$ cat src/source/tpu_pkg.sv
package tpu_pkg;

    // *********************************************************************
    // word and buffer sizes
    // *********************************************************************
    localparam int DATA_BITS = 32;
    localparam int ADDR_BITS = 8;
    // byte lanes per W word, also the column count
    localparam int LANES = 4;
    localparam int ACC_BITS = 32;

    // *********************************************************************
    // command port
    // *********************************************************************
    typedef enum logic [7:0] {
        OP_TRIGGER     = 8'd1,   // run K steps, then store
        OP_WRITE_A     = 8'd2,   // param_1 index, param_2 data
        OP_WRITE_W     = 8'd5,   // param_1 index, param_2 data
        OP_READ_RAM    = 8'd6,   // param_1 select, param_2 index
        OP_SET_ROW_IDX = 8'd13,  // param_1 row, param_2 start index
        OP_SET_K       = 8'd14,  // param_2 inner dimension
        OP_SET_ST_IDX  = 8'd15   // param_1 row, param_2 store index
    } tpu_op_e;

    // read select, value 1 unused
    typedef enum logic [1:0] {
        RAM_A = 2'd0,
        RAM_C = 2'd2,
        RAM_W = 2'd3
    } ram_sel_e;

    typedef struct packed {
        tpu_op_e                op;
        logic [DATA_BITS-1:0]   param_1;
        logic [DATA_BITS-1:0]   param_2;
    } tpu_cmd_t;

    // *********************************************************************
    // datapath words
    // *********************************************************************
    typedef logic signed [7:0] sbyte_t;

    // raw for software, signed lanes for the MAC rows
    typedef union packed {
        logic [DATA_BITS-1:0]   raw;
        sbyte_t [LANES-1:0]     lane;
    } w_word_u;

    // one buffer port request
    typedef struct packed {
        logic                   wr_en;
        logic [ADDR_BITS-1:0]   index;
        logic [DATA_BITS-1:0]   wdata;
    } ram_req_t;

    // weight part of a step, row operands travel beside it
    typedef struct packed {
        logic       valid;
        logic       last;
        w_word_u    w;
    } mac_step_t;

    // four accumulators, also one C word
    typedef logic [LANES-1:0][ACC_BITS-1:0] acc_row_t;

endpackage
$ cat src/source/pe_row.sv
`timescale 1ns/100ps

module pe_row (
    input  logic                clk_i,
    input  logic                rst_i,
    input  logic                clear_i,
    input  tpu_pkg::mac_step_t  step_i,
    input  tpu_pkg::sbyte_t     a_op_i,
    output tpu_pkg::acc_row_t   acc_o
);

    // *********************************************************************
    // four signed MAC lanes sharing one row operand
    // *********************************************************************
    always_ff @(posedge clk_i) begin
        if (rst_i || clear_i) begin
            acc_o <= '0;
        end else if (step_i.valid) begin
            for (int j = 0; j < tpu_pkg::LANES; j++) begin
                // signed 8x8 product, 32-bit wrap
                acc_o[j] <= $signed(acc_o[j]) + a_op_i * $signed(step_i.w.lane[j]);
            end
        end
    end

endmodule

$ cat config.mk
export PLATFORM = sky130hd
export DESIGN_NAME = pe_row
export DESIGN_NICKNAME = d
export VERILOG_FILES = /design/src/source/tpu_pkg.sv /design/src/source/pe_row.sv
export SDC_FILE = /design/constraint.sdc
export NUM_CORES = 2
export LEC_CHECK = 0
export BUFFER_PORTS_ARGS = -buffer_cell sky130_fd_sc_hd__buf_2
export CELL_PAD_IN_SITES_DETAIL_PLACEMENT = 1
export CELL_PAD_IN_SITES_GLOBAL_PLACEMENT = 2
export CORE_ASPECT_RATIO = 0.8
export CORE_MARGIN = 2
export CORE_UTILIZATION = 30
export DETAILED_ROUTE_END_ITERATION = 10
export HOLD_SLACK_MARGIN = 0.12
export MAX_ROUTING_LAYER = met4
export PLACE_DENSITY_LB_ADDON = 0.1
export SLEW_MARGIN = 0
export SYNTH_ARGS = -nofsm -noshare
export SYNTH_HDL_FRONTEND = slang
export SYNTH_SLANG_ARGS = --single-unit
export TNS_END_PERCENT = 50
$ cat constraint.sdc
create_clock -name clk_i -period 9.85 [get_ports clk_i]
set_input_delay 1.97 -clock clk_i [delete_from_list [all_inputs] [get_ports clk_i]]
set_output_delay 1.97 -clock clk_i [all_outputs]
set_load 0.01 [all_outputs]
# Yosys cells after proc, flatten, opt, wreduce, memory -nomap -nowiden
# Index checks and enable logic that the tools add are counted.
# word_totals
regBits	128
input_bits	45
out_inout_bits	128
# op_classes
add_sub_neg	4
mul	4
reduce_logical	1
# op_table
cell	n
adder 32 x 16 -> 32 bit	4
multiplier 8 x 8 -> 16 bit	4
logical OR 1 bit	1

# Logic depth before layout (Yosys ltp)
# depth
word_depth	2
ltp_mapped	23
ltp_nobuf	22

# Worst setup path after synthesis
# Ideal clock, no wire load.
# synth_timing
kind	input port to flip-flop
from	input port a_op_i[7]
to	register acc_o[127] in the netlist's numbering
arrival_time_ns	7.818
path_slack_ns	1.931
path_stages	19
path_buffers	1
cell_sequence	clkbuf_1 and2_1 inv_1 fa_1 inv_1 fa_1 fa_1 fa_1 fa_1 ha_1 a21o_1 a21oi_2 a21boi_2 a211oi_2 nor4_2 o31ai_4 nor4b_1 o31ai_1 o41ai_1
# synth_between
elab_chain_cells	2
# synth_lines
item	line_no	text
from (decl)	pe_row.sv:8	input tpu_pkg::sbyte_t a_op_i,
multiplier 8 x 8 -> 16 bit	pe_row.sv:21	acc_o[j] <= $signed(acc_o[j]) + a_op_i * $signed(step_i.w.lane[j]);
adder 32 x 16 -> 32 bit	pe_row.sv:21	
to (signal, indexed assignment)	pe_row.sv:21	
to (decl)	pe_row.sv:9	output tpu_pkg::acc_row_t acc_o
# Every way passes these cells.
# A chain may end at the register's enable or synchronous reset.

# Worst setup path in the final report
# layout_timing
from	input port a_op_i[7]
to	register acc_o[30] in the netlist's numbering
# The elaborated chain is that of the path after synthesis.

==> results.json <==
{
  "crit_slowest_cell": "fa_1",
  "io_pins": 173,
  "critical_path.cell_chain": "buf_2 -> buf_4 -> nand2_1 -> fa_1 -> fa_1 -> inv_1 -> fa_1 -> fa_1 -> ha_1 -> ha_1 -> a211oi_1 -> o21ai_0 -> a21oi_1 -> o21a_1 -> o31ai_1 -> a211oi_1 -> a21oi_1 -> nor4b_1 -> a211o_1",
  "dr.pass1.iters": 5,
  "timing.final.crit_share_pct": 82.09,
  "start_kind": "input port",
  "worstSkewPairLatency_ps": 500,
  "grt_max_degree": 77,
  "ctsResizeCount": 0,
  "arrival_ps": 8530,
  "cts_buffer_depth": 2,
  "dp_hpwl_mm": 60.77,
  "routed_wl_mm": 74.50,
  "reg_top3": "acc_o (128)",
  "syn_area_um2": 25900,
  "syn-num-nets": 3491,
  "async_reset_ff_share_pct": 0,
  "finalSetupViolCount": 0,
  "synth-seq-cells": 128,
  "cts.hold.buffers_added": 0,
  "ys_seq_area_share_pct": 9.893,
  "path_max_fanout": 20,
  "critPathCaptureType": "flip-flop",
  "slew_headroom_pct": 35.21,
  "gr-total-overflow": 0,
  "drcViolationCount": 0,
  "timing.hold.ws_ps": 487.5,
  "regMostFlops": "acc_o",
  "drv_slew": 0,
  "areaGrowthSynthToFinish_pct": 10.73,
  "vias": 18662,
  "wl_per_cell_um": 19.04,
  "port_buffers": 171,
  "synth_edf_count": 0,
  "layout-drive-gt1-share_pct": 9.078,
  "clkTransAtPathRegs_ps": 70,
  "synth-warning-count": 0,
  "path_class": "input port to flip-flop",
  "placed_area_um2": 28090,
  "status": "finished clean",
  "num_rows": 96,
  "maxCapViolCount": 0,
  "die-area_um2": 88720,
  "hp-class": "flip-flop to flip-flop",
  "hold_viol": 0,
  "antenna_found_initial": 15,
  "via_per_inst": 4.769,
  "syn_avg_cell_area_um2": 9.878,
  "drt_iter0_drc": 632,
  "nFillCells": 9727,
  "grt_setup_unrepaired": "false",
  "coreArea_um2": 85640,
  "ys_types": 75,
  "finalClockSkew_ps": 11.30,
  "dieHeight_um": 266.8,
  "tightest_slew_ps": 971.9,
  "final_antenna_net_count": 0,
  "fmax_mhz": 123.7,
  "postCtsSetupBuffers": 0,
  "largest_reg_flops": 128,
  "synth_flop_cell": "dfxtp_1",
  "critPathMostFrequentCell": "fa_1",
  "finalCriticalPeriod_ps": 8086,
  "slowest_delay_ps": 810,
  "start_util_pct": 30.24,
  "cts_num_sinks": 128,
  "cts_root_buffer": "clkbuf_16",
  "num-nets-final": 3632,
  "grt_usage_pct": 18.38,
  "numCtsBuffers": 17,
  "cts_tree": "yes",
  "cts.htree.levels": 4,
  "grt_pass1_wl_mm": 122.6,
  "crit_family": "adder cells",
  "final_area_um2": 28680,
  "required_ps": 10290,
  "place_congestion": 0.8117,
  "path_buf_inv": 3,
  "die_width_um": 332.5,
  "synth_cells": 2622,
  "grt_pass1_vias": 21202,
  "tns_ps": 0
}
[cells in the mapped netlist, types with 6 or more instances]
library cell / n / share of area, %
or3_1: 9 / 0.22
clkbuf_1: 62 / 0.90
o21ai_0: 33 / 0.64
xor2_1: 28 / 0.95
a211o_1: 7 / 0.24
buf_1: 10 / 0.14
ha_1: 280 / 14
a21oi_1: 106 / 2.0
o31ai_1: 13 / 0.38
nand2b_1: 18 / 0.43
nand2_1: 187 / 2.7
inv_1: 409 / 5.9
mux2i_1: 65 / 2.5
a31oi_1: 12 / 0.29
o21bai_1: 15 / 0.43
nor2_1: 187 / 2.7
o211ai_1: 6 / 0.17
a21o_1: 45 / 1.3
nor2b_1: 15 / 0.36
a211oi_1: 29 / 0.84
o21a_1: 22 / 0.64
nand3_1: 32 / 0.62
o22ai_1: 14 / 0.34
and3_1: 8 / 0.19
fa_1: 544 / 42
dfxtp_1: 128 / 9.9
and2_1: 134 / 3.2
o21ai_1: 12 / 0.23
nor3_1: 23 / 0.44
nand4_1: 10 / 0.24
xnor2_1: 73 / 2.5
[tightest hold or removal path, stage by stage, from the launching register on]
cell and delay, ps:
dfxtp_1 330, nand2_1 60, o41ai_1 50
[cell families after synthesis]
logic type	count (synthesis)	synth area share [%]
flops	128	9.893
xor+xnor	101	3.415
fa+ha+maj	824	55.57
buf+inv	488	7.091
mux	65	2.512
compound gates	362	9.401
simple gates	654	12.12
[cell usage in the layout (no fill, tap or decap), drive strengths merged, types with 45 or more instances in the layout]
master,n
nor2,187
xnor2,73
ha,280
dfxtp,128
fa,544
a21oi,108
nand2,187
buf,196
mux2i,65
a21o,45
and2,134
inv,409
o21ai,46
[metal layers]
layer  global-route usage (%)  routed length (um)
met1                    25.51               36980
met2                    28.36               34000
met3                    2.754                2505
met4                    4.005                1005
met5                        -                   0
[final timing paths]
kind	start	to	depth (start not counted)	slack, ps
worst min-delay path	acc_o[127]	acc_o[127]	2	490
worst min register to register	acc_o[127]	acc_o[127]	2	490
worst max-delay path	a_op_i[7]	acc_o[30]	19	1760
worst max register to register	acc_o[100]	acc_o[126]	21	3980
[cell type report]
class                      instances  area [um2]  share of cell area [%]
tap                             1127        1410                   4.917
timing repair buffer             196        1050                   3.660
clock buffer                      22       474.2                   1.653
inverter                         414        1555                   5.423
clock inverter                    10       86.33                  0.3010
antenna                           10       25.02                 0.08725
sequential                       128        2562                   8.935
multi-input combinational       2006       21520                   75.02
[per-stage QoR]
stage | cells | util (%) | setup WS (ps)
after floorplan | 2622 | - | 1931
after global placement | 3871 | 32.80 | 1268
after detailed placement | 3871 | 32.80 | 1231
after CTS | 3903 | 33.46 | 1750
after global routing | 3911 | 33.48 | 1434
final | 3913 | 33.49 | 1764
Power is left out: the tool's default activity adds up to more than one toggle a clock period on the data nets, which glitch-free logic cannot reach.
