**src/source/tpu_pkg.sv**
```systemverilog
package tpu_pkg;

    // *********************************************************************
    // word and buffer sizes
    // *********************************************************************
    localparam int DATA_BITS = 32;
    localparam int ADDR_BITS = 8;
    // byte lanes per W word, also the column count
    localparam int LANES = 4;
    localparam int ACC_BITS = 32;

    // *********************************************************************
    // command port
    // *********************************************************************
    typedef enum logic [7:0] {
        OP_TRIGGER     = 8'd1,   // run K steps, then store
        OP_WRITE_A     = 8'd2,   // param_1 index, param_2 data
        OP_WRITE_W     = 8'd5,   // param_1 index, param_2 data
        OP_READ_RAM    = 8'd6,   // param_1 select, param_2 index
        OP_SET_ROW_IDX = 8'd13,  // param_1 row, param_2 start index
        OP_SET_K       = 8'd14,  // param_2 inner dimension
        OP_SET_ST_IDX  = 8'd15   // param_1 row, param_2 store index
    } tpu_op_e;

    // read select, value 1 unused
    typedef enum logic [1:0] {
        RAM_A = 2'd0,
        RAM_C = 2'd2,
        RAM_W = 2'd3
    } ram_sel_e;

    typedef struct packed {
        tpu_op_e                op;
        logic [DATA_BITS-1:0]   param_1;
        logic [DATA_BITS-1:0]   param_2;
    } tpu_cmd_t;

    // *********************************************************************
    // datapath words
    // *********************************************************************
    typedef logic signed [7:0] sbyte_t;

    // raw for software, signed lanes for the MAC rows
    typedef union packed {
        logic [DATA_BITS-1:0]   raw;
        sbyte_t [LANES-1:0]     lane;
    } w_word_u;

    // one buffer port request
    typedef struct packed {
        logic                   wr_en;
        logic [ADDR_BITS-1:0]   index;
        logic [DATA_BITS-1:0]   wdata;
    } ram_req_t;

    // weight part of a step, row operands travel beside it
    typedef struct packed {
        logic       valid;
        logic       last;
        w_word_u    w;
    } mac_step_t;

    // four accumulators, also one C word
    typedef logic [LANES-1:0][ACC_BITS-1:0] acc_row_t;

endpackage
```
**src/source/result_store.sv**
```systemverilog
`timescale 1ns/100ps

module result_store #(
    parameter int ROWS = 4
) (
    input  logic                                clk_i,
    input  logic                                rst_i,
    input  logic                                start_i,
    input  logic                                st_idx_wr_i,
    input  logic [tpu_pkg::DATA_BITS-1:0]       st_idx_sel_i,
    input  logic [tpu_pkg::ADDR_BITS-1:0]       st_idx_val_i,
    input  tpu_pkg::acc_row_t [ROWS-1:0]        acc_i,
    output tpu_pkg::ram_req_t                   c_req_o,
    output tpu_pkg::acc_row_t                   c_wdata_o,
    output logic                                done_o
);

    localparam int SLOT_BITS = (ROWS > 1) ? $clog2(ROWS) : 1;

    logic                                   wait_q;
    logic                                   drain_q;
    logic [SLOT_BITS-1:0]                   row_q;
    logic [ROWS-1:0][tpu_pkg::ADDR_BITS-1:0] st_idx_q;
    logic                                   drain_end;

    assign drain_end = drain_q && (row_q == SLOT_BITS'(ROWS - 1));

    // one C write per cycle while draining
    always_comb begin
        c_req_o       = '0;
        c_req_o.wr_en = drain_q;
        c_req_o.index = st_idx_q[row_q];
    end

    assign c_wdata_o = acc_i[row_q];

    // *********************************************************************
    // wait one cycle for the last step, then drain rows
    // *********************************************************************
    always_ff @(posedge clk_i) begin
        if (rst_i) begin
            wait_q  <= 1'b0;
            drain_q <= 1'b0;
            row_q   <= '0;
            done_o  <= 1'b0;
        end else begin
            wait_q <= start_i;
            done_o <= drain_end;
            if (wait_q) begin
                drain_q <= 1'b1;
                row_q   <= '0;
            end else if (drain_end) begin
                drain_q <= 1'b0;
            end else if (drain_q) begin
                row_q <= row_q + 1'b1;
            end
        end
    end

    // store indices, set by software, step by one after each run
    always_ff @(posedge clk_i) begin
        if (rst_i) begin
            st_idx_q <= '0;
        end else if (drain_end) begin
            for (int i = 0; i < ROWS; i++) begin
                st_idx_q[i] <= st_idx_q[i] + 1'b1;
            end
        end else if (st_idx_wr_i) begin
            for (int i = 0; i < ROWS; i++) begin
                if (st_idx_sel_i == i) begin
                    st_idx_q[i] <= st_idx_val_i;
                end
            end
        end
    end

endmodule

```
**config.mk**
```make
export PLATFORM = sky130hd
export DESIGN_NAME = result_store
export DESIGN_NICKNAME = d
export VERILOG_FILES = /design/src/source/tpu_pkg.sv /design/src/source/result_store.sv
export SDC_FILE = /design/constraint.sdc
export NUM_CORES = 1
export LEC_CHECK = 0
export BUFFER_PORTS_ARGS = -buffer_cell sky130_fd_sc_hd__buf_2
export CORE_AREA = 2 2 283 285
export DETAILED_ROUTE_END_ITERATION = 10
export DIE_AREA = 0 0 285 287
export GPL_TIMING_DRIVEN = 0
export PLACE_DENSITY_LB_ADDON = 0.15
export SYNTH_ARGS = -nofsm -noshare
export SYNTH_HDL_FRONTEND = slang
export SYNTH_SLANG_ARGS = --single-unit
```
**constraint.sdc**
```tcl
create_clock -name clk_i -period 3.8 [get_ports clk_i]
set_input_delay 0.76 -clock clk_i [delete_from_list [all_inputs] [get_ports clk_i]]
set_output_delay 0.76 -clock clk_i [all_outputs]
set_load 0.01 [all_outputs]
```
# After elaboration in Yosys (flattened, before gate mapping)
# Cells that the tools add are included.
word_totals:
  register_bits: 37
  latch_bits: 0
  mem_bits_rw: 0
  rom_bits: 0
  inputBits: 556
  out_inout_bits: 170
  elab_cells: 45
  mem_count: 0
classes:
  n_addsub: 5
  mul: 0
  div_mod_pow: 0
  magnitude_cmp: 1
  n_eq_ne: 4
  shifts: 0
  n_mux: 12
  n_bitwise: 1
  n_reduce_logical: 14
op_table:
  columns: ["operator", "n"]
  rows:
  - ["128-bit binary-select mux with 2-bit select", 1]
  - ["128-bit 2-to-1 mux", 1]
  - ["32-bit by 2-bit == test with 1-bit output (second input constant)", 2]
  - ["32-bit 2-to-1 mux", 2]
  - ["8-bit 2-to-1 mux", 5]
  - ["8-bit by 1-bit adder with 8-bit output (second input constant)", 4]
  - ["32-bit by 1-bit == test with 1-bit output (second input constant)", 1]
  - ["32-bit zero test", 1]
  - ["8-bit binary-select mux with 2-bit select", 1]
  - ["2-bit nonzero test", 6]
  - ["2-bit AND reduction", 5]
  - ["2-bit by 3-bit less-than comparator with 1-bit output (second input constant)", 1]
  - ["2-bit by 1-bit adder with 2-bit output (second input constant)", 1]
  - ["2-bit == test (second input constant)", 1]
  - ["1-bit 2-to-1 mux", 2]
  - ["2-bit OR reduction", 1]
  - ["1-bit logical AND", 1]
  - ["1-bit inverter", 1]

# Longest topological paths before layout
depth:
  ltp_word: 4
  ltp_mapped: 8
  ltp_nobuf: 6

# Worst setup path before layout
# OpenSTA, ideal clock, no wires.
synth_path:
  path_type: "input-to-reg"
  startpoint: "in st_idx_sel_i[25] in the netlist's numbering"
  endpoint: "reg st_idx_q[26] in the netlist's numbering"
  arrival_time_ns: 2.141
  required_time_ns: 3.668
  slack_ns: 1.527
  stages: 5
  path_cell_list: "nor4_1 > nand4_2 > or4_1 > a21oi_1 > a21oi_1"
synth_via:
  elab_chain_cells: 3
synth_lines:
  columns: ["element", "line", "rtl"]
  rows:
  - ["start: declaration", "result_store.sv:10", "input logic [tpu_pkg::DATA_BITS-1:0] st_idx_sel_i,"]
  - ["32-bit by 2-bit == test with 1-bit output", "result_store.sv:70", "if (st_idx_sel_i == i) begin"]
  - ["2-bit nonzero test (no source line)", null, null]
  - ["2-bit AND reduction (no source line)", null, null]
  - ["end signal: indexed assignment", "result_store.sv:66", "st_idx_q[i] <= st_idx_q[i] + 1'b1;"]
  - ["end signal: indexed assignment", "result_store.sv:71", "st_idx_q[i] <= st_idx_val_i;"]
  - ["end: declaration", "result_store.sv:23", "logic [ROWS-1:0][tpu_pkg::ADDR_BITS-1:0] st_idx_q;"]
# No other way between the ends.
# A chain may end at the register's enable or synchronous reset.

==> summary.md <==
| Metric | Value |
|---|---|
| Final Non-Filler Cells | `2,259` |
| Max-slew violations | `0` |
| Clock Latency Late Sink | `0.30 ns` |
| Flop pwr share | `19.0%` |
| Layout Utilization | `13.8%` |
| Power Internal | `1.25 mW` |
| Crit-path cells | `clkbuf_1, buf_2, mux4_2, buf_2` |
| Top cell by count, worst path | `buf_2` |
| Finished Cell Area | `0.0108 sq mm` |
| Wire length on met2 | `31,200 um` |
| Pin count of the biggest net entering global routing | `12` |
| Hold slack final | `0.458 ns` |
| Reg-to-Reg End | `st_idx_q[30]` |
| Final setup skew | `0.0102 ns` |
| Psw | `0.837 mW` |
| Die Span X | `285 um` |
| TNS Setup | `0 ns` |
| Final setup vio count | `0` |
| Hpwl dp | `63,000 um` |
| Core area | `0.0786 sq mm` |
| GPL Wtd Cong | `0.958` |
| Power per Cell Area | `193 mW/mm^2` |
| Top FF cell, synth | `dfxtp_1` |
| # fillers | `9,120` |
| Commonest cells after routing, fill and taps aside | `705 x buf_2, 136 x mux4_2, 37 x dfxtp_1` |
| Final WL | `68,800 um` |
| Area delta synth->final | `89.3%` |
| Share of cells above drive strength 1 | `75.6%` |
| Synth top area share | `53.6%` |
| Hold Violations, Final | `0` |
| CTS Buffer Depth | `2` |
| Metal-1 WL | `24,700 um` |
| Commonest non-fill, non-tap cell in the layout | `buf_2` |
| I/O pin total | `726` |
| Crit Path Max Fanout | `10` |
| Average cell area after synthesis | `12.3 sq um` |
| Fin worst setup slack | `0.212 ns` |
| Reg2Reg Depth | `8` |
| Synth warn | `0` |
| Critical Path AT | `2.83 ns` |
| Top cells by area, synth | `mux4_2 54%, dfxtp_1 13%, buf_4 4.3%` |
| Total CTS buffers | `5` |
| Mapped Cells | `465` |
| Wire per inst | `30.5 um` |
| Area leader, netlist | `mux4_2` |
| GRT Overall Usage | `15.8%` |
| First-pass GRT wire length | `85,300 um` |
| Dpl cells | `2,237` |
| CTS root buffer | `clkbuf_16` |
| Die Ht | `287 um` |
| Post-synthesis sequential area ratio | `13.0%` |
| Post-synthesis register bit count | `37` |
| Mapped Area | `0.00571 sq mm` |
| CTS tree | `done` |
| Fin crit share | `94.4%` |
| Flip-flop and latch area | `741 sq um` |
| Initial drt markers | `424` |
| Multi-input gate area | `0.00463 sq mm` |
| Post-synth EDFFs | `0` |
| Vias/cell | `3.62` |
| Starting Density | `7.27%` |
| Leakage Power | `4.66 nW` |
| RSZ-0062 raised after global routing | `false` |
| Post-route DRC violation count | `0` |
| Outcome | `finished clean` |
| DR vias | `8,182` |
| Worst r2r src | `row_q[0]` |
| Antenna violations before repair | `51` |
| Htree depth | `2` |
| Async S/R FF share, synth | `0%` |
| Setup WS pre-CTS | `-0.187 ns` |
| Crit end category | `primary output` |
| Met3 WL | `11,600 um` |
| # Max-Cap Violations | `0` |
| Hold path depth | `1` |
| Gr ovfl total | `0` |
| Fin nets | `1,755` |
| VDD IR max | `142 uV` |
| Distinct cells, synth | `52` |
| Hold Path Origin | `wait_q` |
| Clock power share | `24.6%` |
| Critical Setup Path Class | `register to primary output` |
| Switching share of power | `40.1%` |
| PortBufs | `691` |
| Top sig layer | `met5` |
| Clk pin slew, worst setup/hold paths | `0.06 ns` |
| Max-slew headroom at the worst pin | `37.6%` |
| Minimum clock period | `3.59 ns` |
| CTS Sinks | `37` |
| Crit path required time | `3.04 ns` |
| Vias in the first global route | `8,405` |
| Setup bufs post-CTS | `0` |
| Die area | `0.0818 sq mm` |
| Critical path startpoint category | `register` |
| Hold Crit Endpoint | `row_q[0]` |
| Row count | `103` |
| Antenna Nets Post-Route | `0` |
| Area after DPL | `0.0106 sq mm` |
| Design Power | `2.09 mW` |
| R2r setup slk | `1.06 ns` |
| Slowest cell delay on critical path | `0.64 ns` |
| Slew @ Worst Pin | `0.936 ns` |
| Comb pwr share | `56.4%` |
| Critical Path Slowest Stage Cell | `clkbuf_1` |
| FMAX | `0.279 GHz` |
| First-pass detailed-route iteration total | `5` |
| Worst hold path class | `register to register` |
[layer usage]
layer / vias up / track usage, %
met3: 94 / 11.3
met4: 8 / 2.89
met2: 542 / 25.0
met1: 4125 / 17.4
li1: 3413 / -
met5: - / 0
[how the worst max path moves through the flow]
stage,from,slack (ns),end,cells after the start
6_report,row_q[0],0.21,c_wdata_o[5],4
2_1_floorplan,st_idx_sel_i[25],1.53,st_idx_q[26],5
3_5_place_dp,row_q[1],-0.19,c_wdata_o[4],4
4_1_cts,row_q[0],0.06,c_wdata_o[4],4
5_1_grt,row_q[0],0.008,c_wdata_o[4],4
3_3_place_gp,row_q[1],-0.18,c_wdata_o[4],4
[Yosys cell counts (2+ instances only)]
cell type and instances:
a21oi_1 20, buf_1 7, nand3b_1 4, or2_2 3, nor3_1 6, buf_4 33, nor3_4 2, o31a_1 3
o211ai_1 4, and2_1 2, dfxtp_1 37, nor2_1 16, and4_1 4, or4_1 2, nand2_1 23, or3_1 4
and3_1 4, mux2i_1 6, nand4_2 2, o21ai_0 7, nand3_1 13, clkbuf_1 20, buf_2 14, a41oi_1 2
nor4_4 4, ha_1 5, buf_6 2, nand4_1 8, nor4_1 4, inv_1 5, xnor2_1 5, a211oi_1 13
nor2b_1 4, a31oi_1 16, mux4_2 136, nor4_2 5, a21o_1 5
[logic make-up (layout without fill, tap and decap cells)]
family | count (synthesis) | after routing | share of synthesized area [%]
flip-flops | 37 | 37 | 13.0
AO/OA/AOI/OAI | 80 | 80 | 9.24
adder cells (fa/ha/maj) | 5 | 5 | 1.10
multiplexers | 143 | 143 | 54.9
other | 1 | 46 | 0.0657
AND/OR/NAND/NOR | 113 | 113 | 12.9
XOR/XNOR | 5 | 5 | 0.767
buffers and inverters | 81 | 780 | 8.06
[critical path: cells and delay by family (launching register included)]
| family | cells | cell delay [ns] |
|---|---|---|
| DFF | 1 | 0.40 |
| muxes | 1 | 0.63 |
| buffers and inverters | 3 | 1.47 |
[power by group through the flow]
stage	Combinational, mW	Clock, mW	Sequential (mW)
6_report	1.18	0.514	0.396
5_1_grt	1.27	0.544	0.397
4_1_cts	1.19	0.528	0.396
3_5_place_dp	1.18	0	0.405
3_3_place_gp	1.19	0	0.405
2_1_floorplan	0.437	0	0.402
[final cells by class]
class | instances | share of cell area [%]
Antenna cell | 14 | 0.324
Buffer | 76 | 4.11
Clock buffer | 7 | 1.32
Clock inverter | 1 | 0.278
Inverter | 5 | 0.174
Multi-Input combinational cell | 378 | 42.8
Sequential cell | 37 | 6.85
Tap cell | 1050 | 12.2
Timing Repair Buffer | 691 | 32.0
[state kept, by name, indices dropped and copies added (netlist names)]
| signal | flops |
|---|---|
| done_o | 1 |
| drain_q | 1 |
| row_q | 2 |
| st_idx_q | 32 |
| wait_q | 1 |
[timing repair]
| item | CTS | global route |
|---|---|---|
| hold buffers | 0 | 0 |
| setup endpoints to repair | 28 | 0 |
| hold endpoints to repair | 0 | 0 |
| resized for setup | 2 | 0 |
(Power assumes the default switching activity.)
