`src/source/tpu_pkg.sv`:
```
package tpu_pkg;

    // *********************************************************************
    // word and buffer sizes
    // *********************************************************************
    localparam int DATA_BITS = 32;
    localparam int ADDR_BITS = 8;
    // byte lanes per W word, also the column count
    localparam int LANES = 4;
    localparam int ACC_BITS = 32;

    // *********************************************************************
    // command port
    // *********************************************************************
    typedef enum logic [7:0] {
        OP_TRIGGER     = 8'd1,   // run K steps, then store
        OP_WRITE_A     = 8'd2,   // param_1 index, param_2 data
        OP_WRITE_W     = 8'd5,   // param_1 index, param_2 data
        OP_READ_RAM    = 8'd6,   // param_1 select, param_2 index
        OP_SET_ROW_IDX = 8'd13,  // param_1 row, param_2 start index
        OP_SET_K       = 8'd14,  // param_2 inner dimension
        OP_SET_ST_IDX  = 8'd15   // param_1 row, param_2 store index
    } tpu_op_e;

    // read select, value 1 unused
    typedef enum logic [1:0] {
        RAM_A = 2'd0,
        RAM_C = 2'd2,
        RAM_W = 2'd3
    } ram_sel_e;

    typedef struct packed {
        tpu_op_e                op;
        logic [DATA_BITS-1:0]   param_1;
        logic [DATA_BITS-1:0]   param_2;
    } tpu_cmd_t;

    // *********************************************************************
    // datapath words
    // *********************************************************************
    typedef logic signed [7:0] sbyte_t;

    // raw for software, signed lanes for the MAC rows
    typedef union packed {
        logic [DATA_BITS-1:0]   raw;
        sbyte_t [LANES-1:0]     lane;
    } w_word_u;

    // one buffer port request
    typedef struct packed {
        logic                   wr_en;
        logic [ADDR_BITS-1:0]   index;
        logic [DATA_BITS-1:0]   wdata;
    } ram_req_t;

    // weight part of a step, row operands travel beside it
    typedef struct packed {
        logic       valid;
        logic       last;
        w_word_u    w;
    } mac_step_t;

    // four accumulators, also one C word
    typedef logic [LANES-1:0][ACC_BITS-1:0] acc_row_t;

endpackage
```
`src/source/operand_loader.sv`:
```
`timescale 1ns/100ps

module operand_loader #(
    parameter int ROWS = 4
) (
    input  logic                                    clk_i,
    input  logic                                    rst_i,
    input  logic                                    start_i,
    input  logic [tpu_pkg::ADDR_BITS-1:0]           k_i,
    input  logic [ROWS-1:0][tpu_pkg::ADDR_BITS-1:0] row_idx_i,
    input  logic [tpu_pkg::DATA_BITS-1:0]           a_rdata_i,
    input  logic [tpu_pkg::DATA_BITS-1:0]           w_rdata_i,
    output tpu_pkg::ram_req_t                       a_req_o,
    output tpu_pkg::ram_req_t                       w_req_o,
    output tpu_pkg::mac_step_t                      step_o,
    output tpu_pkg::sbyte_t [ROWS-1:0]              row_ops_o,
    output logic                                    load_done_o
);

    localparam int SLOT_BITS = (ROWS > 1) ? $clog2(ROWS) : 1;

    // issue side
    logic                           active_q;
    logic [SLOT_BITS-1:0]           slot_q;
    logic [tpu_pkg::ADDR_BITS-1:0]  step_q;
    logic [tpu_pkg::ADDR_BITS-1:0]  last_step;
    logic                           slot_end;
    // data return side, one cycle behind
    logic                           rd_v_q;
    logic                           rd_last_q;
    logic [SLOT_BITS-1:0]           rd_slot_q;
    // step packet
    logic                           step_v_q;
    logic                           step_last_q;
    tpu_pkg::w_word_u               w_q;
    tpu_pkg::sbyte_t [ROWS-1:0]     ops_q;

    // K of zero runs one step
    assign last_step = (k_i == '0) ? '0 : k_i - 1'b1;
    assign slot_end  = (slot_q == SLOT_BITS'(ROWS - 1));

    // A at row start plus step, W at step
    always_comb begin
        a_req_o       = '0;
        a_req_o.index = row_idx_i[slot_q] + step_q;
        w_req_o       = '0;
        w_req_o.index = step_q;
    end

    // *********************************************************************
    // step and slot counters
    // *********************************************************************
    always_ff @(posedge clk_i) begin
        if (rst_i) begin
            active_q <= 1'b0;
            slot_q   <= '0;
            step_q   <= '0;
        end else if (start_i) begin
            active_q <= 1'b1;
            slot_q   <= '0;
            step_q   <= '0;
        end else if (active_q) begin
            slot_q <= slot_end ? '0 : slot_q + 1'b1;
            if (slot_end) begin
                step_q <= step_q + 1'b1;
                if (step_q == last_step) begin
                    active_q <= 1'b0;
                end
            end
        end
    end

    // track which slot the returning data belongs to
    always_ff @(posedge clk_i) begin
        if (rst_i) begin
            rd_v_q      <= 1'b0;
            rd_last_q   <= 1'b0;
            rd_slot_q   <= '0;
            step_v_q    <= 1'b0;
            step_last_q <= 1'b0;
        end else begin
            rd_v_q      <= active_q;
            rd_slot_q   <= slot_q;
            rd_last_q   <= active_q && slot_end && (step_q == last_step);
            step_v_q    <= rd_v_q && (rd_slot_q == SLOT_BITS'(ROWS - 1));
            step_last_q <= rd_v_q && rd_last_q;
        end
    end

    // gather operands, W comes back with slot 0
    always_ff @(posedge clk_i) begin
        if (rd_v_q) begin
            ops_q[rd_slot_q] <= a_rdata_i[7:0];
            if (rd_slot_q == '0) begin
                w_q.raw <= w_rdata_i;
            end
        end
    end

    always_comb begin
        step_o.valid = step_v_q;
        step_o.last  = step_last_q;
        step_o.w     = w_q;
    end

    assign row_ops_o   = ops_q;
    assign load_done_o = step_v_q && step_last_q;

endmodule

```
`config.mk`:
```
export PLATFORM = sky130hd
export DESIGN_NAME = operand_loader
export DESIGN_NICKNAME = d
export VERILOG_FILES = /design/src/source/tpu_pkg.sv /design/src/source/operand_loader.sv
export SDC_FILE = /design/constraint.sdc
export NUM_CORES = 1
export LEC_CHECK = 0
export ABC_AREA = 1
export BUFFER_PORTS_ARGS = -buffer_cell sky130_fd_sc_hd__clkbuf_2
export CAP_MARGIN = 20
export CORE_UTILIZATION = 42
export CTS_CLUSTER_DIAMETER = 120
export DETAILED_ROUTE_END_ITERATION = 6
export PLACE_DENSITY_LB_ADDON = 0.25
export SYNTH_ARGS = -nofsm -noshare
export SYNTH_HDL_FRONTEND = slang
export SYNTH_SLANG_ARGS = --single-unit
export TNS_END_PERCENT = 100
```
`constraint.sdc`:
```
create_clock -name clk_i -period 5.2 [get_ports clk_i]
set_clock_uncertainty 0.15 [all_clocks]
set_input_delay 0.26 -clock clk_i [delete_from_list [all_inputs] [get_ports clk_i]]
set_output_delay 0.26 -clock clk_i [all_outputs]
set_load 0.02 [all_outputs]
```
# Yosys cells after proc, flatten, opt, wreduce, memory -nomap -nowiden
# Cells that the tools add are included.
# Widths: inputs -> output; s select.
# totals
ff_bits	81
elab_cells	45
# classes
add_sub_neg	4
magnitude_cmp	3
eq_ne	3
n_mux	11
n_reduce_logical	11
# ops
op	count
$bwmux 32	1
$mux 8	3
$bmux 8 s2	1
$demux 8 s2	1
$add 8x1->8 const B	1
$add 8x8->8	1
$eq 8x8->1	1
$logic_not 8->1	1
$sub 8x1->8 const B	1
$logic_and 1x1->1	6
$lt 2x3->1 const B	2
$eq 2x2->1 const B	2
$mux 1	4
$reduce_and 2->1	2
$add 2x1->2 const B	1
$ge 2x1->1 const B	1
$logic_not 2->1	1
$mux 2	1
$reduce_or 2->1	1

# Longest topological paths before layout
# Gate-level depths: netlist of run 1.
# depth
word_depth	7
depth_mapped	14
mapped_depth_nobuf	14

# Worst setup path after synthesis of run 1
# No wires, ideal clock.
# synth_timing
path_type	reg2reg
start	register rd_v_q
end	register ops_q (netlist bit row_ops_o[0]), enable pin
setup_time_ns	0.487
arrival_ns	3.123
t_required_ns	4.563
slack_ns	1.440
path_stages_with_launch	3
path_buffers	0
cell_sequence	dfxtp_1 -> inv_1 -> nor3_1
# synth_lines
item	line	text
start: declaration	operand_loader.sv:29	logic rd_v_q;
start signal: assignment	operand_loader.sv:82	rd_v_q <= active_q;
end signal: indexed assignment	operand_loader.sv:93	ops_q[rd_slot_q] <= a_rdata_i[7:0];
end: declaration	operand_loader.sv:36	tpu_pkg::sbyte_t [ROWS-1:0] ops_q;
# No word-level cell between the ends.

==> reports/results.txt, run 1 <==
dpl ws -> 1.939 ns
initial drt markers -> 81
floorplan row count -> 34
Fillers -> 767
antenna violations before repair -> 0
Fin Setup TNS -> 0 ns
run status -> finished clean
cell area after synthesis -> 3920 sq um
I/O pin count -> 256
Worst Path Required -> 4.79 ns
commonest non-fill, non-tap cell in the layout -> clkbuf_2
WL per Instance -> 12.64 um
die width -> 98.61 um
most frequent cells in the layout -> clkbuf_2 (165), conb_1 (66), edfxtp_1 (64), nand2_1 (49), dlygate4sd3_1 (41)
final instance area -> 5243 sq um
reg2reg start -> slot_q[0]
cts bufs inserted -> 9
latest clock arrival within the worst-skew pair -> 0.34 ns
gr ovfl total -> 0
fin. max-slew vios -> 0
CTS tree -> yes
post-CTS setup buffer count -> 0
Seq/Total Area, Yosys -> 57.71%
crit path time final -> 3.621 ns
final hold viol count -> 0
Pleak -> 2.471 nW
Tcrit/Tclk final -> 69.63%
die area -> 9724 sq um
largest net degree at the start of global routing -> 41
DP HPWL -> 6.571 mm
Die Height -> 98.61 um
critical path launch point type -> flop
Ant. Diodes -> 0
final net count -> 706
number of cells on the worst reg-to-reg path -> 8
via count -> 3138
drt via density -> 4.476
Reg2Reg Capture Point -> step_q[6]
ANT nets after route -> 0
RSZ-0062 raised after global routing -> no
Clock Power Share -> 32.3%
placed cell area -> 4626 sq um
Worst Setup End Kind -> output port
vias in the first global route -> 2934
Residual DRC -> 0
Sw Pwr -> 0.3812 mW
hold crit path type -> primary input to flop
core area -> 8891 sq um
Netlist cell types -> 29
Critical Path Fanout Max -> 20
Num Clock Sinks -> 81
Max Root-Sink Buffers -> 2
setup slack after layout -> 1.579 ns
Slew @ Worst Pin -> 0.6135 ns
Final Hold Slack -> 0.03365 ns
overall routing resource usage -> 17.72%
internal reg-to-reg setup slack -> 2.98 ns
syn_area_per_cell -> 10.48 sq um
first-pass GRT wire length -> 13.43 mm
Min-Delay Path Depth -> 2
Max transition margin -> 59.04%
final setup fails -> 0
H-tree depth -> 3
Pwr Density -> 268.5 nW/um^2
Switching Fraction -> 27.08%
WL final -> 8.860 mm
post-cts sizing count -> 0
PortBufs -> 165
Area Overhead vs Synth -> 33.74%
WP data arrival -> 3.21 ns
Hold EP -> step_last_q
Initial Util -> 44.09%
clock root buffer -> clkbuf_8
critical path type -> flop to output port
Mapped Cells -> 374
GP Congestion -> 0.9017
Worst-path clk slew -> 0.09 ns
total of warnings raised by yosys -> 0
fin util -> 58.96%
logic gate share of total power -> 15.9%
router iterations before antenna repair -> 4
Yosys reg bits -> 81
Hold Crit Start -> rst_i
fmax -> 276.2 MHz
share of cells above drive strength 1 -> 32.55%
maxcap violations -> 0
Worst VDD drop -> 0.1476 mV
Pint -> 1.027 mW
Seq pwr share -> 51.8%
## cells in the mapped netlist, drive strengths merged
library cell  count  area [sq um]
a32oi             1         8.760
o221ai            1         8.760
dfxtp            17         340.3
edfxtp           64          1922
nor2             37         146.4
conb              1         3.750
inv              34         127.6
buf              69         515.5
xnor2             2         17.52
nor4              1         6.260
nand2            52         212.7
o22ai             7         43.79
ha               10         125.1
nor3              9         50.05
clkbuf            3         11.26
nand3            13         70.07
fa                1         20.02
nand4             3         18.77
o21ai            26         130.1
a21oi            16         80.08
xor2              7         61.31
## through the flow
step	power, mW	std cells
after floorplan	0.9112	439
after global placement	0.9375	643
after detailed placement	0.9422	643
after CTS	1.422	700
after global routing	1.466	701
final	1.408	701
## sequential cells by signal, indices dropped and copies added, names as in the netlist
| register | cells |
|---|---|
| rd_v_q | 1 |
| row_ops_o | 32 |
| step_last_q | 1 |
| rd_slot_q | 2 |
| active_q | 1 |
| step_q | 8 |
| slot_q | 2 |
| w_q | 32 |
| step_v_q | 1 |
| rd_last_q | 1 |
## critical path: stages, from the launching register on
cell and delay (ns):
dfxtp_1 0.72, inv_1 0.42, o21ai_0 0.29, o22ai_1 0.12, ha_1 0.39, nand2_1 0.06, o21ai_0 0.29, a21oi_1 0.11
nor2_1 0.10, nor2_1 0.05, xnor2_1 0.13, clkbuf_2 0.19
## routing by layer
metal / vias up / GRT usage [%] / routed length (um) / part of all wire [%]
li1: 1560 / - / - / -
met1: 1431 / 20.07 / 3589 / 41
met2: 144 / 33.10 / 4601 / 52
met3: 3 / 4.823 / 639 / 7.2
met4: 0 / 4.133 / 29 / 0.33
met5: - / 0 / 0 / 0
## final cells by class
cell class                 count  area (sq um)  area share [%]
clock buffer                   9         123.9           2.363
clock inverter                 7         77.57           1.480
inverter                      34         127.6           2.434
multi-input combinational    252          1252           23.89
sequential                    81          2262           43.15
tap                          108         135.1           2.578
timing repair buffer         210          1264           24.10
## cell families (layout without fill, tap and decap cells)
kind of cell / count (synthesis) / after routing / synth area share (%)
AO/OA/AOI/OAI: 51 / 51 / 6.926
XOR/XNOR: 9 / 9 / 2.011
adder cells (fa/ha/maj): 11 / 11 / 3.703
buffers and inverters: 106 / 260 / 16.69
flip-flops: 81 / 81 / 57.71
other: 1 / 66 / 0.09566
AND/OR/NAND/NOR: 115 / 115 / 12.86
## power by group through the flow
stage	Sequential, mW	Combinational (mW)	Clock [mW]
floorplan	0.763	0.148	0
global placement	0.743	0.194	0
detailed placement	0.744	0.198	0
CTS	0.729	0.224	0.470
global route	0.731	0.244	0.491
finish	0.729	0.224	0.455
## repair_timing
| action | CTS | global route |
|---|---|---|
| hold buffers | 41 | 0 |
| setup endpoints to repair | 0 | 0 |
| hold endpoints to repair | 65 | 0 |
## worst max path at each step
stage	from	endpoint	depth (start not counted)
final	slot_q[0]	a_req_o[38]	11
after global routing	slot_q[0]	a_req_o[39]	9
after CTS	slot_q[0]	a_req_o[38]	11
after detailed placement	slot_q[0]	a_req_o[38]	11
after global placement	slot_q[0]	a_req_o[38]	11
after floorplan	rd_v_q	row_ops_o[0]	2
No activity file was read; power rests on OpenSTA's default activity.
==> run 2, diff against run 1 <==
Clock period 5.2 ns to 3.65 ns, I/O delays scaled along.
==> run 2 against run 1 <==
  * Global-route usage increased by 0.70 points
  * Worst setup slack worse by 1.2 ns
  * Wire length is 1.6% higher
  * Worst hold slack better by 0.22 ns
  * Cell count grew 0.14%
  * Critical path type unchanged
  * Largest power group unchanged
==> reports/results.txt, run 2 (same netlist as run 1, synthesis figures left out) <==
crit-path max cell delay -> 0.40 ns (-0.32 ns)
Initial Util -> 44.09% (unchanged)
largest net degree at the start of global routing -> 41 (unchanged)
Critical Path Fanout Max -> 11 (-45%)
WP data arrival -> 2.98 ns (-0.23 ns)
Pleak -> 2.458 nW (-0.51%)
initial drt markers -> 68 (-16%)
Worst Setup End Kind -> output port
gr ovfl total -> 0 (unchanged)
overall routing resource usage -> 18.42% (+0.70 points)
Worst VDD drop -> 0.1589 mV (+7.6%)
fin cells -> 702 (+0.14%)
Pint -> 1.394 mW (+36%)
DP HPWL -> 6.663 mm (+1.4%)
most frequent cells in the layout -> clkbuf_2 (165), conb_1 (66), edfxtp_1 (64), nand2_1 (49), dlygate4sd3_1 (42)
vias in the first global route -> 2993 (+2.0%)
Worst-path clk slew -> 0.08 ns (about the same)
Reg2Reg Capture Point -> step_q[6]
Seq pwr share -> 53.4% (+1.6 points)
crit path time final -> 3.317 ns
Worst Path Required -> 3.32 ns (-1.47 ns)
Residual DRC -> 0 (unchanged)
critical path launch point type -> flop
critical path buffer and inverter count -> 3 (+1)
floorplan row count -> 34 (unchanged)
number of cells on the worst reg-to-reg path -> 8 (unchanged)
Die Height -> 98.61 um (unchanged)
Slew @ Worst Pin -> 0.6388 ns (+0.02528 ns)
Hold EP -> rd_last_q
CP max stage cell -> dfxtp_1
router iterations before antenna repair -> 4 (unchanged)
CTS tree -> yes
Pwr Density -> 371.2 nW/um^2 (+38%)
Tcrit/Tclk final -> 90.87%
GP Congestion -> 0.9263 (+2.7%)
core area -> 8891 sq um (unchanged)
maxcap violations -> 0 (unchanged)
final net count -> 707 (+0.14%)
WL per Instance -> 12.82 um (+1.4%)
Ant. Diodes -> 0 (unchanged)
die width -> 98.61 um (unchanged)
Max Root-Sink Buffers -> 2 (unchanged)
critical path, cell by cell -> inv_1 -> o21ai_0 -> o22ai_1 -> ha_1 -> inv_1 -> fa_1 -> o21ai_0 -> a21oi_1 -> nor2_1 -> nor2_1 -> xnor2_1 -> clkbuf_2
Num Clock Sinks -> 81 (unchanged)
logic gate share of total power -> 16.6% (+0.7 points)
post-CTS setup buffer count -> 0 (unchanged)
cts bufs inserted -> 9 (unchanged)
Sw Pwr -> 0.5524 mW (+45%)
hold crit path type -> primary input to flop
Min-Delay Path Depth -> 7 (+5)
WL final -> 9.000 mm (+1.6%)
share of cells above drive strength 1 -> 32.66% (+0.11 points)
antenna violations before repair -> 0 (unchanged)
kind of cell adding the most delay to the critical path -> compound AO/OA/AOI/OAI gates
Max transition margin -> 57.08% (-2.0 points)
Critical path origin -> slot_q[1]
final hold viol count -> 0 (unchanged)
ANT nets after route -> 0 (unchanged)
via count -> 3141 (+0.096%)
RSZ-0062 raised after global routing -> no
critical path type -> flop to output port
clock root buffer -> clkbuf_8
run status -> finished clean
Clock Power Share -> 30.0% (-2.3 points)
latest clock arrival within the worst-skew pair -> 0.34 ns (about the same)
internal reg-to-reg setup slack -> 1.60 ns (-1.38 ns)
I/O pin count -> 256 (unchanged)
PortBufs -> 165 (unchanged)
Hold Crit Start -> k_i[6]
Area Overhead vs Synth -> 33.77% (about the same)
die area -> 9724 sq um (unchanged)
Switching Fraction -> 28.38% (+1.3 points)
commonest non-fill, non-tap cell in the layout -> clkbuf_2
H-tree depth -> 3 (unchanged)
Fin Setup TNS -> 0 ns (unchanged)
first-pass GRT wire length -> 13.83 mm (+2.9%)
drt via density -> 4.474 (about the same)
fin. max-slew vios -> 0 (unchanged)
fmax -> 301.5 MHz
number of placed instances, taps included -> 644 (+0.16%)
final setup fails -> 0 (unchanged)
reg2reg start -> slot_q[0]
-- run 2: layer usage --
metal	wire length (um)	vias up	GRT usage [%]	share of wire (%)
li1	-	1557	-	-
met1	3525	1407	20.72	39
met2	4623	166	34.24	51
met3	746	11	4.610	8.3
met4	104	0	5.626	1.2
met5	0	-	0	0
-- run 2: stage by stage --
| stage | setup WS [ns] | hold slack, ns | total power, mW | util, % | instance area (sq um) |
|---|---|---|---|---|---|
| after global placement | 0.6359 | 0.2096 | 1.339 | 52.10 | 4632 |
| after CTS | 0.06033 | 0.2419 | 1.969 | 58.92 | 5239 |
| final | 0.3332 | 0.2493 | 1.946 | 58.98 | 5244 |
| after floorplan | 0.7824 | 0.1040 | 1.297 | - | 4169 |
| after global routing | 0.07121 | 0.2796 | 2.034 | 58.98 | 5244 |
| after detailed placement | 0.4563 | 0.2111 | 1.344 | 52.18 | 4639 |
-- run 2: worst register-to-register path, stage by stage (launching register included) --
cell,delay [ns]
dfxtp_2,0.55
ha_1,0.31
nand2_1,0.14
nor3_1,0.31
nand2_1,0.09
nor2_1,0.15
nand2_1,0.09
o21ai_1,0.12
a21oi_1,0.05
-- run 2: timing repair --
item | in CTS | in global routing
hold buffers | 42 | 0
resized for setup | 0 | 2
endpoints found under the setup margin | 0 | 1
hold endpoints to repair | 70 | 0
-- run 2: power by group through the flow --
stage	clock [mW]	sequential, mW	combinational, mW
2_1_floorplan	0	1.09	0.211
3_3_place_gp	0	1.06	0.280
3_5_place_dp	0	1.06	0.284
4_1_cts	0.608	1.04	0.321
5_1_grt	0.640	1.04	0.352
6_report	0.584	1.04	0.323
-- run 2: how the worst max path moves through the flow --
stage | endpoint | slack, ns | depth (start not counted)
after floorplan | a_req_o[38] | 0.78 | 13
after global placement | a_req_o[38] | 0.64 | 12
after detailed placement | a_req_o[38] | 0.46 | 12
after CTS | a_req_o[38] | 0.06 | 12
after global routing | a_req_o[38] | 0.07 | 12
final | a_req_o[38] | 0.33 | 12
-- run 2: cell type report --
cell class,instances,area [sq um]
clock inverters,7,55.05
clock buffers,9,123.9
inverters,34,131.4
fillers,759,3647
flip-flops and latches,81,2263
well taps,108,135.1
multi-input cells,252,1259
repair buffers,211,1276
